`src/hdl/led_pkg.sv`:
```
package led_pkg;

   ////////////////////
   // time base
   ////////////////////

   // width of the free-running count register
   localparam int COUNT_WIDTH = 32;

   ////////////////////
   // persona opcodes
   ////////////////////

   // each opcode selects one LED pattern for the swappable region
   typedef enum logic [1:0] {
      // both LEDs blink together on the tap bit
      PERSONA_BLINK     = 2'd0,
      // LEDs blink in opposite phase
      PERSONA_ALTERNATE = 2'd1,
      // two-bit binary count taken from tap and tap+1
      PERSONA_BINARY    = 2'd2,
      // both LEDs held off
      PERSONA_DARK      = 2'd3
   } persona_t;

   ////////////////////
   // loader
   ////////////////////

   // swap sequencing states
   typedef enum logic [1:0] {
      LOADER_IDLE    = 2'd0,
      LOADER_FREEZE  = 2'd1,
      LOADER_RELEASE = 2'd2
   } loader_state_t;

   // status levels seen outside the design
   typedef enum logic [1:0] {
      STATUS_IDLE  = 2'd0,
      STATUS_BUSY  = 2'd1,
      STATUS_DONE  = 2'd2,
      STATUS_ERROR = 2'd3
   } load_status_t;

endpackage

```
`src/hdl/led_blink_top.sv`:
```
module led_blink_top
#(
   // count bit that sets the blink rate
   parameter int TAP           = 23,
   // length of the freeze window per swap
   parameter int FREEZE_CYCLES = 16
)
(
   ////////////////////
   // clock and reset
   ////////////////////
   input  logic                  clock,
   input  logic                  rst,

   ////////////////////
   // swap request
   ////////////////////
   // one-cycle strobe
   input  logic                  load,
   // sampled with load
   input  led_pkg::persona_t     persona_sel,

   ////////////////////
   // LEDs
   ////////////////////
   output logic                  led_zero_on,
   output logic                  led_one_on,
   output logic                  led_two_on,
   output logic                  led_three_on,

   ////////////////////
   // swap status
   ////////////////////
   output logic                  freeze,
   output led_pkg::load_status_t status
);

   import led_pkg::*;

   // shared time base
   logic [COUNT_WIDTH-1:0] count;
   // persona currently driving the swappable region
   persona_t               active_persona;
   // raw pattern bits before the freeze override
   logic                   persona_two;
   logic                   persona_three;

   ////////////////////
   // static region
   ////////////////////

   pulse_counter u_pulse_counter
   (
      .clock          (clock),
      .rst            (rst),
      .count          (count)
   );

   ////////////////////
   // swappable region
   ////////////////////

   led_persona #(
      .TAP            (TAP)
   ) u_led_persona
   (
      .clock          (clock),
      .rst            (rst),
      .count          (count),
      .active_persona (active_persona),
      .persona_two    (persona_two),
      .persona_three  (persona_three)
   );

   ////////////////////
   // loader and output stage
   ////////////////////

   persona_loader #(
      .TAP            (TAP),
      .FREEZE_CYCLES  (FREEZE_CYCLES)
   ) u_persona_loader
   (
      .clock          (clock),
      .rst            (rst),
      .load           (load),
      .persona_sel    (persona_sel),
      .count          (count),
      .persona_two    (persona_two),
      .persona_three  (persona_three),
      .active_persona (active_persona),
      .freeze         (freeze),
      .status         (status),
      .led_zero_on    (led_zero_on),
      .led_one_on     (led_one_on),
      .led_two_on     (led_two_on),
      .led_three_on   (led_three_on)
   );

endmodule

```
`src/hdl/led_persona.sv`:
```
module led_persona
#(
   // count bit that sets the blink rate
   parameter int TAP = 23
)
(
   ////////////////////
   // clock and reset
   ////////////////////
   input  logic                           clock,
   input  logic                           rst,

   ////////////////////
   // pattern inputs
   ////////////////////
   input  logic [led_pkg::COUNT_WIDTH-1:0] count,
   input  led_pkg::persona_t              active_persona,

   ////////////////////
   // pattern outputs
   ////////////////////
   output logic                           persona_two,
   output logic                           persona_three
);

   import led_pkg::*;

   // slow bit and the next slower bit of the count
   logic tap_bit;
   logic rate_bit;

   assign tap_bit  = count[TAP];
   assign rate_bit = count[TAP+1];

   ////////////////////
   // pattern decode
   ////////////////////

   // one register stage, outputs in cycle n+1 follow count of cycle n
   // freeze is not seen here, the loader does the override
   always_ff @(posedge clock)
   begin
      if (rst)
      begin
         persona_two   <= 1'b0;
         persona_three <= 1'b0;
      end
      else
      begin
         case (active_persona)
            PERSONA_BLINK:
            begin
               persona_two   <= tap_bit;
               persona_three <= tap_bit;
            end
            PERSONA_ALTERNATE:
            begin
               // opposite phase
               persona_two   <= tap_bit;
               persona_three <= ~tap_bit;
            end
            PERSONA_BINARY:
            begin
               // led two is the msb of the pair
               persona_two   <= rate_bit;
               persona_three <= tap_bit;
            end
            PERSONA_DARK:
            begin
               persona_two   <= 1'b0;
               persona_three <= 1'b0;
            end
            default:
            begin
               persona_two   <= 1'b0;
               persona_three <= 1'b0;
            end
         endcase
      end
   end

endmodule

```
`src/hdl/persona_loader.sv`:
```
module persona_loader
#(
   // count bit that sets the blink rate
   parameter int TAP           = 23,
   // cycles the persona region is held frozen per swap
   parameter int FREEZE_CYCLES = 16
)
(
   input  logic                           clock,
   input  logic                           rst,
   // swap request
   input  logic                           load,
   input  led_pkg::persona_t              persona_sel,
   // static time base and persona results
   input  logic [led_pkg::COUNT_WIDTH-1:0] count,
   input  logic                           persona_two,
   input  logic                           persona_three,
   // persona region control
   output led_pkg::persona_t              active_persona,
   output logic                           freeze,
   output led_pkg::load_status_t          status,
   // merged LED outputs
   output logic                           led_zero_on,
   output logic                           led_one_on,
   output logic                           led_two_on,
   output logic                           led_three_on
);

   import led_pkg::*;

   // freeze length counter width, at least one bit
   localparam int CNT_W = (FREEZE_CYCLES > 1) ? $clog2(FREEZE_CYCLES) : 1;

   loader_state_t    state;
   logic [CNT_W-1:0] freeze_cnt;
   // requested persona, held until commit
   persona_t         pending_persona;
   persona_t         commit_persona;
   logic             accept;
   logic             reject;
   logic             last_freeze;
   logic             commit;
   // static bits delayed to line up with the persona register
   logic             static_zero_d;
   logic             static_one_d;

   ////////////////////
   // request decode
   ////////////////////

   // only an idle loader takes a new persona
   assign accept      = load && (state == LOADER_IDLE);
   // freeze or release still running, request is dropped
   assign reject      = load && (state != LOADER_IDLE);
   assign last_freeze = (state == LOADER_FREEZE) && (freeze_cnt == '0);

   // new persona shows on the final freeze cycle
   // with a single freeze cycle that is the cycle right after the load
   assign commit = (FREEZE_CYCLES == 1) ? accept :
                   ((state == LOADER_FREEZE) && (freeze_cnt == CNT_W'(1)));
   assign commit_persona = (FREEZE_CYCLES == 1) ? persona_sel : pending_persona;

   // capture the request on accept only
   always_ff @(posedge clock)
   begin
      if (accept)
      begin
         pending_persona <= persona_sel;
      end
   end

   ////////////////////
   // swap FSM
   ////////////////////

   always_ff @(posedge clock)
   begin
      if (rst)
      begin
         state          <= LOADER_IDLE;
         freeze_cnt     <= '0;
         freeze         <= 1'b0;
         status         <= STATUS_IDLE;
         active_persona <= PERSONA_BLINK;
      end
      else
      begin
         case (state)
            LOADER_IDLE:
            begin
               if (accept)
               begin
                  // freeze high from the next cycle on
                  state      <= LOADER_FREEZE;
                  freeze_cnt <= CNT_W'(FREEZE_CYCLES - 1);
                  freeze     <= 1'b1;
               end
            end
            LOADER_FREEZE:
            begin
               if (freeze_cnt == '0)
               begin
                  state  <= LOADER_RELEASE;
                  freeze <= 1'b0;
               end
               else
               begin
                  freeze_cnt <= freeze_cnt - CNT_W'(1);
               end
            end
            LOADER_RELEASE:
            begin
               // forced LEDs drain out of the output stage here
               state <= LOADER_IDLE;
            end
            default:
            begin
               state  <= LOADER_IDLE;
               freeze <= 1'b0;
            end
         endcase

         if (commit)
         begin
            active_persona <= commit_persona;
         end

         // error stays until the next accepted load
         if (accept)
         begin
            status <= STATUS_BUSY;
         end
         else if (reject)
         begin
            status <= STATUS_ERROR;
         end
         else if (last_freeze && (status != STATUS_ERROR))
         begin
            status <= STATUS_DONE;
         end
      end
   end

   ////////////////////
   // output stage
   ////////////////////

   // one stage of delay on the static taps
   always_ff @(posedge clock)
   begin
      static_zero_d <= count[TAP];
      static_one_d  <= count[TAP+1];
   end

   // all four LEDs registered together, persona pair forced on while frozen
   always_ff @(posedge clock)
   begin
      if (rst)
      begin
         led_zero_on  <= 1'b0;
         led_one_on   <= 1'b0;
         led_two_on   <= 1'b0;
         led_three_on <= 1'b0;
      end
      else
      begin
         led_zero_on  <= static_zero_d;
         led_one_on   <= static_one_d;
         led_two_on   <= freeze | persona_two;
         led_three_on <= freeze | persona_three;
      end
   end

endmodule

```
`src/hdl/pulse_counter.sv`:
```
module pulse_counter
(
   ////////////////////
   // clock and reset
   ////////////////////
   input  logic                           clock,
   input  logic                           rst,

   ////////////////////
   // time base out
   ////////////////////
   // every LED in the design is derived from this register
   output logic [led_pkg::COUNT_WIDTH-1:0] count
);

   import led_pkg::*;

   ////////////////////
   // count register
   ////////////////////

   // free-running binary counter
   // holds zero while rst is high, so the first cycle after reset sees 0
   // wraps naturally at 2**COUNT_WIDTH
   always_ff @(posedge clock)
   begin
      if (rst)
      begin
         // restart the time base
         count <= '0;
      end
      else
      begin
         // one step per clock, no enable
         count <= count + COUNT_WIDTH'(1);
      end
   end

   // the static LEDs tap this count through the loader output stage
   // the persona block taps the very same count value
   // so both regions stay phase locked across a swap

endmodule

```
`config.mk`:
```
export PLATFORM = sky130hd
export DESIGN_NAME = led_blink_top
export DESIGN_NICKNAME = d
export VERILOG_FILES = /design/src/hdl/led_pkg.sv /design/src/hdl/led_blink_top.sv /design/src/hdl/led_persona.sv /design/src/hdl/persona_loader.sv /design/src/hdl/pulse_counter.sv
export SDC_FILE = /design/constraint.sdc
export NUM_CORES = 1
export LEC_CHECK = 0
export ABC_AREA = 1
export CAP_MARGIN = 10
export CORE_AREA = 8 8 69 71
export CTS_CLUSTER_SIZE = 20
export DETAILED_ROUTE_END_ITERATION = 16
export DIE_AREA = 0 0 77 79
export DONT_BUFFER_PORTS = 1
export GPL_TIMING_DRIVEN = 1
export HOLD_SLACK_MARGIN = 0.03
export PLACE_DENSITY = 0.77
export SYNTH_ARGS = -nofsm -noshare
export SYNTH_HDL_FRONTEND = slang
export SYNTH_SLANG_ARGS = --single-unit
```
`constraint.sdc`:
```
create_clock -name clock -period 1.6 [get_ports clock]
set_input_delay 0.16 -clock clock [delete_from_list [all_inputs] [get_ports clock]]
set_output_delay 0.16 -clock clock [all_outputs]
set_load 0.01 [all_outputs]
```
# Yosys cells after proc, flatten, opt, wreduce, memory -nomap -nowiden
# Index checks and enable logic that the tools add are counted.
# word_totals
register_bits,53
input_bits,5
wordCells,64
output_inout_bits,7
# classes
muxes,14
bitwise,4
add_sub_neg,2
reduce_logical,18
eq_ne,10
# ops
cell,count
$add A32 B1 Y32 const B,1
$pmux W1 S3,3
$mux W2,4
$mux W4,2
$pmux W4 S2,1
$eq A2 B2 Y1 const B,3
$ne A2 B2 Y1 const B,3
$reduce_and A3 Y1,2
$reduce_bool A2 Y1,3
$reduce_or A2 Y1,3
$logic_and A1 B1 Y1,5
$eq A2 B1 Y1 const B,2
$eq A4 B1 Y1 const B,1
$logic_not A2 Y1,2
$logic_not A4 Y1,1
$pmux W2 S2,1
$sub A4 B1 Y4 const B,1
$mux W1,3
$reduce_bool A3 Y1,1
$ne A2 B1 Y1 const B,1
$not A1 Y1,2
$or A1 B1 Y1,2
$reduce_and A2 Y1,1

# Depth between registers and ports, before layout
# Gate-level depths: netlist (run 1).
# logic_depth
ltp_word,6
ltp_mapped,8
ltp_nobuf,8

# Hierarchy
# From an unflattened synthesis (run 1), not the netlist that was laid out.
# unflattened
cells_unflattened,343
hier_area_um2,2507.4
# by_module_without_submodules
module,n_inst,seq_area_each_um2,area_each_um2,cells_per_inst
pulse_counter,1,640.6,1677.9,250
persona_loader,1,400.4,748.2,81
led_persona,1,40.0,81.3,12

# Worst setup path after synthesis (run 1)
# OpenSTA, ideal clock, no wires.
# synth_timing
kind,reg2reg
from,register u_pulse_counter.count[0] in the netlist's numbering
to,register u_pulse_counter.count[22] in the netlist's numbering
period_less_slack_ps,1256
n_path_buf,0
setup_time_ps,113
t_arrival_ps,1144
stages_incl_launch_ff,9
t_required_ps,1487
setup_slack_ps,344
path_cell_list,dfxtp_1 -> ha_1 -> nand2_2 -> nor2_4 -> nand2_4 -> nor2_8 -> nand4_1 -> nand2_1 -> nor2_1
# synth_between
elab_chain_len,1
# synth_lines
element,line,rtl
"start, declared",pulse_counter.sv:13,output logic [led_pkg::COUNT_WIDTH-1:0] count
"start signal, assigned",pulse_counter.sv:35,count <= count + COUNT_WIDTH'(1);
$add A32 B1 Y32,pulse_counter.sv:35,
# Every way passes these cells.
# A chain may end at the register's enable or synchronous reset.

# Worst setup path in the final report (run 1)
# layout_timing
from,register u_pulse_counter.count[0] in the netlist's numbering
to,register u_pulse_counter.count[20] in the netlist's numbering
# Same word-level chain as after synthesis.

==> impl_metrics.ini, run 1 <==
[cells_and_area]
layout.cell_area.non_filler_um2 = 2287
final_cells = 343
fillCellCount = 367
area_growth_pct = 8.809
drive_gt1_frac = 0.1229
fin_nets = 300
antennaDiodeCount = 0

[cts]
cts_num_sinks = 46
cts_buffer_depth = 2
clk_pin_slew_worst_paths_ns = 0.08
cts_tree = built
cts_made_buffers = 5
clock_latency_of_the_later_clocked_register_in_the_worst_skew_pair_ns = 0.29
cts_root_buf = clkbuf_8
cts.htree.levels = 2

[die]
floorplan.initialDensity = 0.5534
floorplan.die.width_um = 77
io_pins = 12
die_height_um = 79
die_area_um2 = 6083
placementRows = 23
core_area_um2 = 3799

[job]
maxCapViolations = 0

[worst_setup_path]
crit_path_top_delay_cell = dfxtp_1
crit_fanout = 9
worst_setup_path_start_kind = flip-flop
crit_path_end_kind = flip-flop
path_delay_family = simple AND/OR/NAND/NOR gates
worst-setup-path-type = reg -> reg
worstPathBufferInverterCount = 0
cp_cell_sequence = ha_1 -> nand2_2 -> nor2_4 -> nand2_4 -> nor2_8 -> nand3_1 -> nand2_1 -> a21oi_2
arrival_time_at_the_worst_endpoint_ns = 1.59
cp_slowest_stage_delay_ns = 0.37
critical_path_required_ns = 1.79

[power]
peakVddDrop_v = 0.0006911
powerDensity_nw_per_um2 = 927.8
cellLeakagePower_nw = 0.8927

[synthesis]
synth_top_area_cell = dfxtp_1
synth_top_cell_area_share = 0.4190
top_cells_by_area_in_the_synthesized_netlist = dfxtp_1 42%, nand2_1 10%, nor2_1 8.0%, inv_1 6.8%, a21oi_1 5.2%
total_of_flip_flops_plus_latches_after_synthesis = 46
compound_gate_fraction_of_synth_area = 0.09643
syn_area_um2 = 2102
dominant_combinational_cell_family_by_area_after_synthesis = simple AND/OR/NAND/NOR gates
post_synth_and_or_nand_nor_area_fraction = 0.3512
synth_warnings = 0
post_synth_xor_area_fraction = 0.008333
synthAdderAreaFrac = 0.01786
yosys.cell_types.count = 32
synth_mux_area_frac = 0
synth.yosys.seq_area_share = 0.4476
postSynthCellCount = 284
synthesis.area_per_instance_um2 = 7.401
synthesis.nets = 292

[placement]
globalplace.congestion = 0.8243
place_hpwl_mm = 2.828
numPlacedInstances = 331
placement.io_buffers = 0
placedInstanceArea_um2 = 2157

[grt]
global_route_wire_length_before_repair_mm = 6.989
vias_in_the_first_global_route = 1667
antenna_found_initial = 0
total_overflow_reported_by_the_global_router = 0
grt_start_max_net_pins = 22
gr-usage-all-layers = 0.1371

[sta]
fin_tns_setup_ns = 0
relative_max_transition_margin = 0.4452
layout_min_cycle_time_ns = 1.392
fin_worst_skew_ns = 0.005942
worst_pin_slew_ns = 0.8295
finalMaxSlewViolations = 0
grt_setup_unrepaired = false
number_of_hold_violations_in_the_final_report = 0
maxClockFrequency_mhz = 718.5
timing.final.crit_share = 0.8699
setup_violations = 0

[routing]
drt.antenna.violating_nets = 0
postRouteWirelength_mm = 3.928
drt_first_iter_violations = 106
drt-pass1-iter-count = 4
via_per_inst = 4.983
drt-wirelength-per-cell_um = 11.45
post-route-drc-count = 0
vias = 1709

[run_status]
outcome = finished clean

[min_path]
min_path_type = in -> reg
[Yosys cell counts]
cell type / number
nand2_1: 56
nor2_1: 45
dfxtp_1: 44
inv_1: 38
a21oi_1: 22
nand3_1: 12
nand4_1: 8
o21ai_0: 8
nand2_2: 6
nor2_2: 6
nor3_1: 6
nor2_4: 5
clkbuf_1: 3
ha_1: 3
edfxtp_1: 2
inv_2: 2
nand3_2: 2
xor2_1: 2
a211oi_1: 1
a21oi_2: 1
a31oi_1: 1
buf_1: 1
nand2_4: 1
nand3b_1: 1
nor2_8: 1
nor3_2: 1
nor3b_2: 1
o211ai_1: 1
o21a_1: 1
o21bai_1: 1
o31ai_1: 1
or2_2: 1
[registers in the layout (all words and copies together), names as in the netlist, 2 cells and up]
signal and cells:
u_persona_loader.active_persona 2, u_persona_loader.commit_persona 2, u_persona_loader.freeze_cnt 4, u_persona_loader.state 2, u_persona_loader.status 2, u_pulse_counter.count 25
[final cells by class]
class | instances | area (µm²) | area share
flip-flops and latches | 46 | 940.9 | 0.4114
repair buffers | 5 | 47.55 | 0.02079
multi-input cells | 194 | 996.0 | 0.4354
well taps | 50 | 62.56 | 0.02735
clock buffers | 5 | 68.82 | 0.03009
inverters | 40 | 150.1 | 0.06565
clock inverters | 3 | 21.27 | 0.009300
[layer usage]
metal	share of wire	GRT usage	wire (µm)
met1	0.47	0.1560	1831
met2	0.49	0.2430	1910
met3	0.033	0.03837	131
met4	0.014	0.04528	55
met5	0	0	0
[power breakdown]
| group | leakage (nW) | switching (mW) | internal [mW] | total [mW] |
|---|---|---|---|---|
| logic | 0.472 | 0.128 | 0.0717 | 0.199 |
| clock network | 0.0441 | 0.385 | 0.307 | 0.692 |
| registers | 0.377 | 0.0320 | 1.20 | 1.23 |
| total | 0.893 | 0.544 | 1.58 | 2.12 |
[final timing paths]
check / startpoint / to / slack [ns] / depth (start not counted)
min reg2reg: u_persona_loader.static_one_d / u_persona_loader.led_one_on / 0.40 / 2
max reg2reg: u_pulse_counter.count[0] / u_pulse_counter.count[20] / 0.21 / 8
min: load / u_persona_loader.status[1] / 0.04 / 2
max: u_pulse_counter.count[0] / u_pulse_counter.count[20] / 0.21 / 8
[timing repair]
item | CTS | global route
setup buffers | 0 | 0
resized for setup | 0 | 0
hold buffers | 4 | 0
hold endpoints to repair | 23 | 0
[cell usage in the layout (no fill, tap or decap), types with 2 or more instances in the layout]
master,n
nand4_1,8
nand2_2,6
a21oi_1,22
nor3_1,6
o21ai_0,8
nor2_1,45
edfxtp_1,2
nand2_1,56
inv_1,38
dfxtp_1,44
dlygate4sd3_1,4
nand3_2,2
inv_2,2
clkbuf_8,5
nand3_1,12
ha_1,3
nor2_2,6
nor2_4,5
xor2_1,2
[through the flow]
stage	power (mW)	setup slack, ns	utilization	hold slack (ns)
after floorplan	1.407	0.3437	-	0.2589
after global placement	1.435	0.2536	0.5679	0.2328
after detailed placement	1.440	0.2185	0.5679	0.2341
after CTS	2.142	0.2098	0.6021	0.04537
after global routing	2.235	0.004801	0.6021	0.05019
final	2.122	0.2082	0.6021	0.04347
[logic make-up after synthesis]
| family | Yosys count |
|---|---|
| fa+ha+maj | 3 |
| buf+inv | 44 |
| simple gates | 152 |
| flops | 46 |
| compound gates | 37 |
| xor+xnor | 2 |
Note: power is estimated with default switching activity, not from simulation.
==> inputs of run 2 (changes only) <==
BUFFER_PORTS_ARGS = -buffer_cell sky130_fd_sc_hd__buf_2   (was unset)
DONT_BUFFER_PORTS = unset   (was 1)
PLACE_DENSITY = 0.8   (was 0.77)
SETUP_SLACK_MARGIN = 0.2   (was unset)
==> run 2 against run 1 <==
Compared with the run above:
- wire length rose by 3.6%
- maximum frequency grew 6.1%
- clock-buffer cell count did not move
- sequential power about the same
- first-iteration DRC count rose by 41%
- die area did not move
- critical path type unchanged
- power up 1.3%
- non-clock buffer count increased by 12
- sequential cell count did not move
- largest power group unchanged
==> impl_metrics.ini, run 2 (synthesis gave the netlist of run 1 again) <==
[routing]
drt.antenna.violating_nets = 0
drt_first_iter_violations = 149
postRouteWirelength_mm = 4.071
via_per_inst = 5.039
drt-wirelength-per-cell_um = 11.44
vias = 1794
post-route-drc-count = 0
drt-pass1-iter-count = 4

[power]
switching_power_mw = 0.5579
cellLeakagePower_nw = 0.9480
switching_share = 0.2595
internal-power_mw = 1.592
report.power.total_mw = 2.150
powerDensity_nw_per_um2 = 906.7
power.share.combinational = 0.105
share_seq_of_total_power = 0.571
peakVddDrop_v = 0.0006131
clock_power_share = 0.324

[die]
die_area_um2 = 6083
placementRows = 23
floorplan.die.width_um = 77
die_height_um = 79
core_area_um2 = 3799
floorplan.initialDensity = 0.5534
io_pins = 12

[min_path]
min_from = load
whs_endpoint = u_persona_loader.status[0]
worst_hold_path_stage_count = 3
min_path_type = in -> reg

[placement]
placement.io_buffers = 11
place_hpwl_mm = 2.936
placedInstanceArea_um2 = 2220
globalplace.congestion = 0.8440

[cells_and_area]
layout.cell_area.non_filler_um2 = 2371
max_reg_flops = 25
area_growth_pct = 12.80
utilization = 0.6242
most_common_library_cell_in_the_layout_ignoring_fill_and_taps = nand2_1
registers.top_by_ff_count = u_pulse_counter.count
biggestRegsByFlops = u_pulse_counter.count: 25 flops, u_persona_loader.freeze_cnt: 4 flops
fin_nets = 313
commonest_non_fill_non_tap_cells_in_the_layout = 55 x nand2_1, 43 x nor2_1, 42 x dfxtp_1, 36 x inv_1, 22 x a21oi_1
antennaDiodeCount = 0
drive_gt1_frac = 0.1961

[sta]
number_of_hold_violations_in_the_final_report = 0
timing.final.crit_share = 0.8198
hold_ws_ns = 0.1415
fin_worst_skew_ns = 0.005006
relative_max_transition_margin = 0.6621
setup_violations = 0
maxClockFrequency_mhz = 762.4
fin_tns_setup_ns = 0
finalMaxSlewViolations = 0
grt_setup_unrepaired = true
worst_pin_slew_ns = 0.5063
layout_min_cycle_time_ns = 1.312

[grt]
antenna_found_initial = 0
vias_in_the_first_global_route = 1647
grt_use_met3 = 0.04176
gr-usage-all-layers = 0.1361
grt_start_max_net_pins = 22
total_overflow_reported_by_the_global_router = 0
grt_busiest_layer = met2
grt_util_met1 = 0.1573
global_route_wire_length_before_repair_mm = 6.837
met2_track_demand_over_resource = 0.2336

[worst_setup_path]
reg2reg_depth = 8
crit_path_end_kind = flip-flop
reg2reg_from = u_pulse_counter.count[0]
worst_setup_path_start_kind = flip-flop
crit_fanout = 5
worst-setup-path-type = reg -> reg
critical_path_required_ns = 1.80
r2r_setup_slack_ns = 0.29
r2r-end = u_pulse_counter.count[22]
arrival_time_at_the_worst_endpoint_ns = 1.51

[cts]
cts_root_buf = clkbuf_8
clk_pin_slew_worst_paths_ns = 0.08
cts_num_sinks = 46
cts_tree = built
cts_made_buffers = 5
cts.htree.levels = 2
clock_latency_of_the_later_clocked_register_in_the_worst_skew_pair_ns = 0.30
cts_buffer_depth = 2

[job]
maxCapViolations = 0

[run_status]
outcome = finished clean
-- run 2: cell types whose count changed in the layout (fill, tap and decap cells not counted), sizes merged --
cell         previous run  this run
dlygate4sd3             4         2
buf                     1        15
nor2                   57        58
-- run 2: worst max path at each step --
stage                                   startpoint                   endpoint  cells after the start
after floorplan           u_pulse_counter.count[0]  u_pulse_counter.count[22]                      8
after global placement    u_pulse_counter.count[0]  u_pulse_counter.count[18]                      8
after detailed placement  u_pulse_counter.count[0]  u_pulse_counter.count[18]                      8
after CTS                 u_pulse_counter.count[0]  u_pulse_counter.count[18]                      8
after global routing      u_pulse_counter.count[0]  u_pulse_counter.count[22]                      8
final                     u_pulse_counter.count[0]  u_pulse_counter.count[22]                      8
-- run 2: stage by stage --
step	instances	worst slack, ns
finish	356	0.2883
global route	356	0.1874
CTS	354	0.2116
detailed placement	343	0.1943
global placement	343	0.2413
floorplan	284	0.3437
-- run 2: critical path, stage by stage (launching register included) --
cell	delay [ns]
dfxtp_2	0.36
ha_2	0.18
nand2_2	0.07
nor2_4	0.14
nand2_4	0.11
nor2_8	0.14
nand4_1	0.08
nand2_1	0.07
nor2_1	0.05
-- run 2: cell type report --
cell class | instances | area [µm²]
Fill cell | 351 | 1428
Multi-Input combinational cell | 195 | 1020
Sequential cell | 46 | 943.4
Inverter | 40 | 150.1
Timing Repair Buffer | 17 | 105.1
Clock buffer | 5 | 68.82
Tap cell | 50 | 62.56
Clock inverter | 3 | 21.27
-- run 2: timing repair --
item / CTS / global route
buffers inserted: 1 / 1
pin swaps: 1 / 2
hold endpoints to repair: 2 / 0
hold buffers: 2 / 0
gates resized for setup: 0 / 9
gates cloned: 0 / 1
endpoints found under the setup margin: 2 / 12
-- run 2: metal layers --
layer	routed length, µm	vias to the layer above
met5	0	-
met4	34	0
met2	1992	21
met1	1912	827
li1	-	940
met3	132	6
-- run 2: power groups by stage --
stage                     clock network [mW]  logic [mW]  registers (mW)
after floorplan                            0       0.156            1.25
after global placement                     0       0.208            1.25
after detailed placement                   0       0.210            1.25
after CTS                              0.727       0.215            1.22
after global routing                   0.771       0.258            1.23
final                                  0.697       0.226            1.23
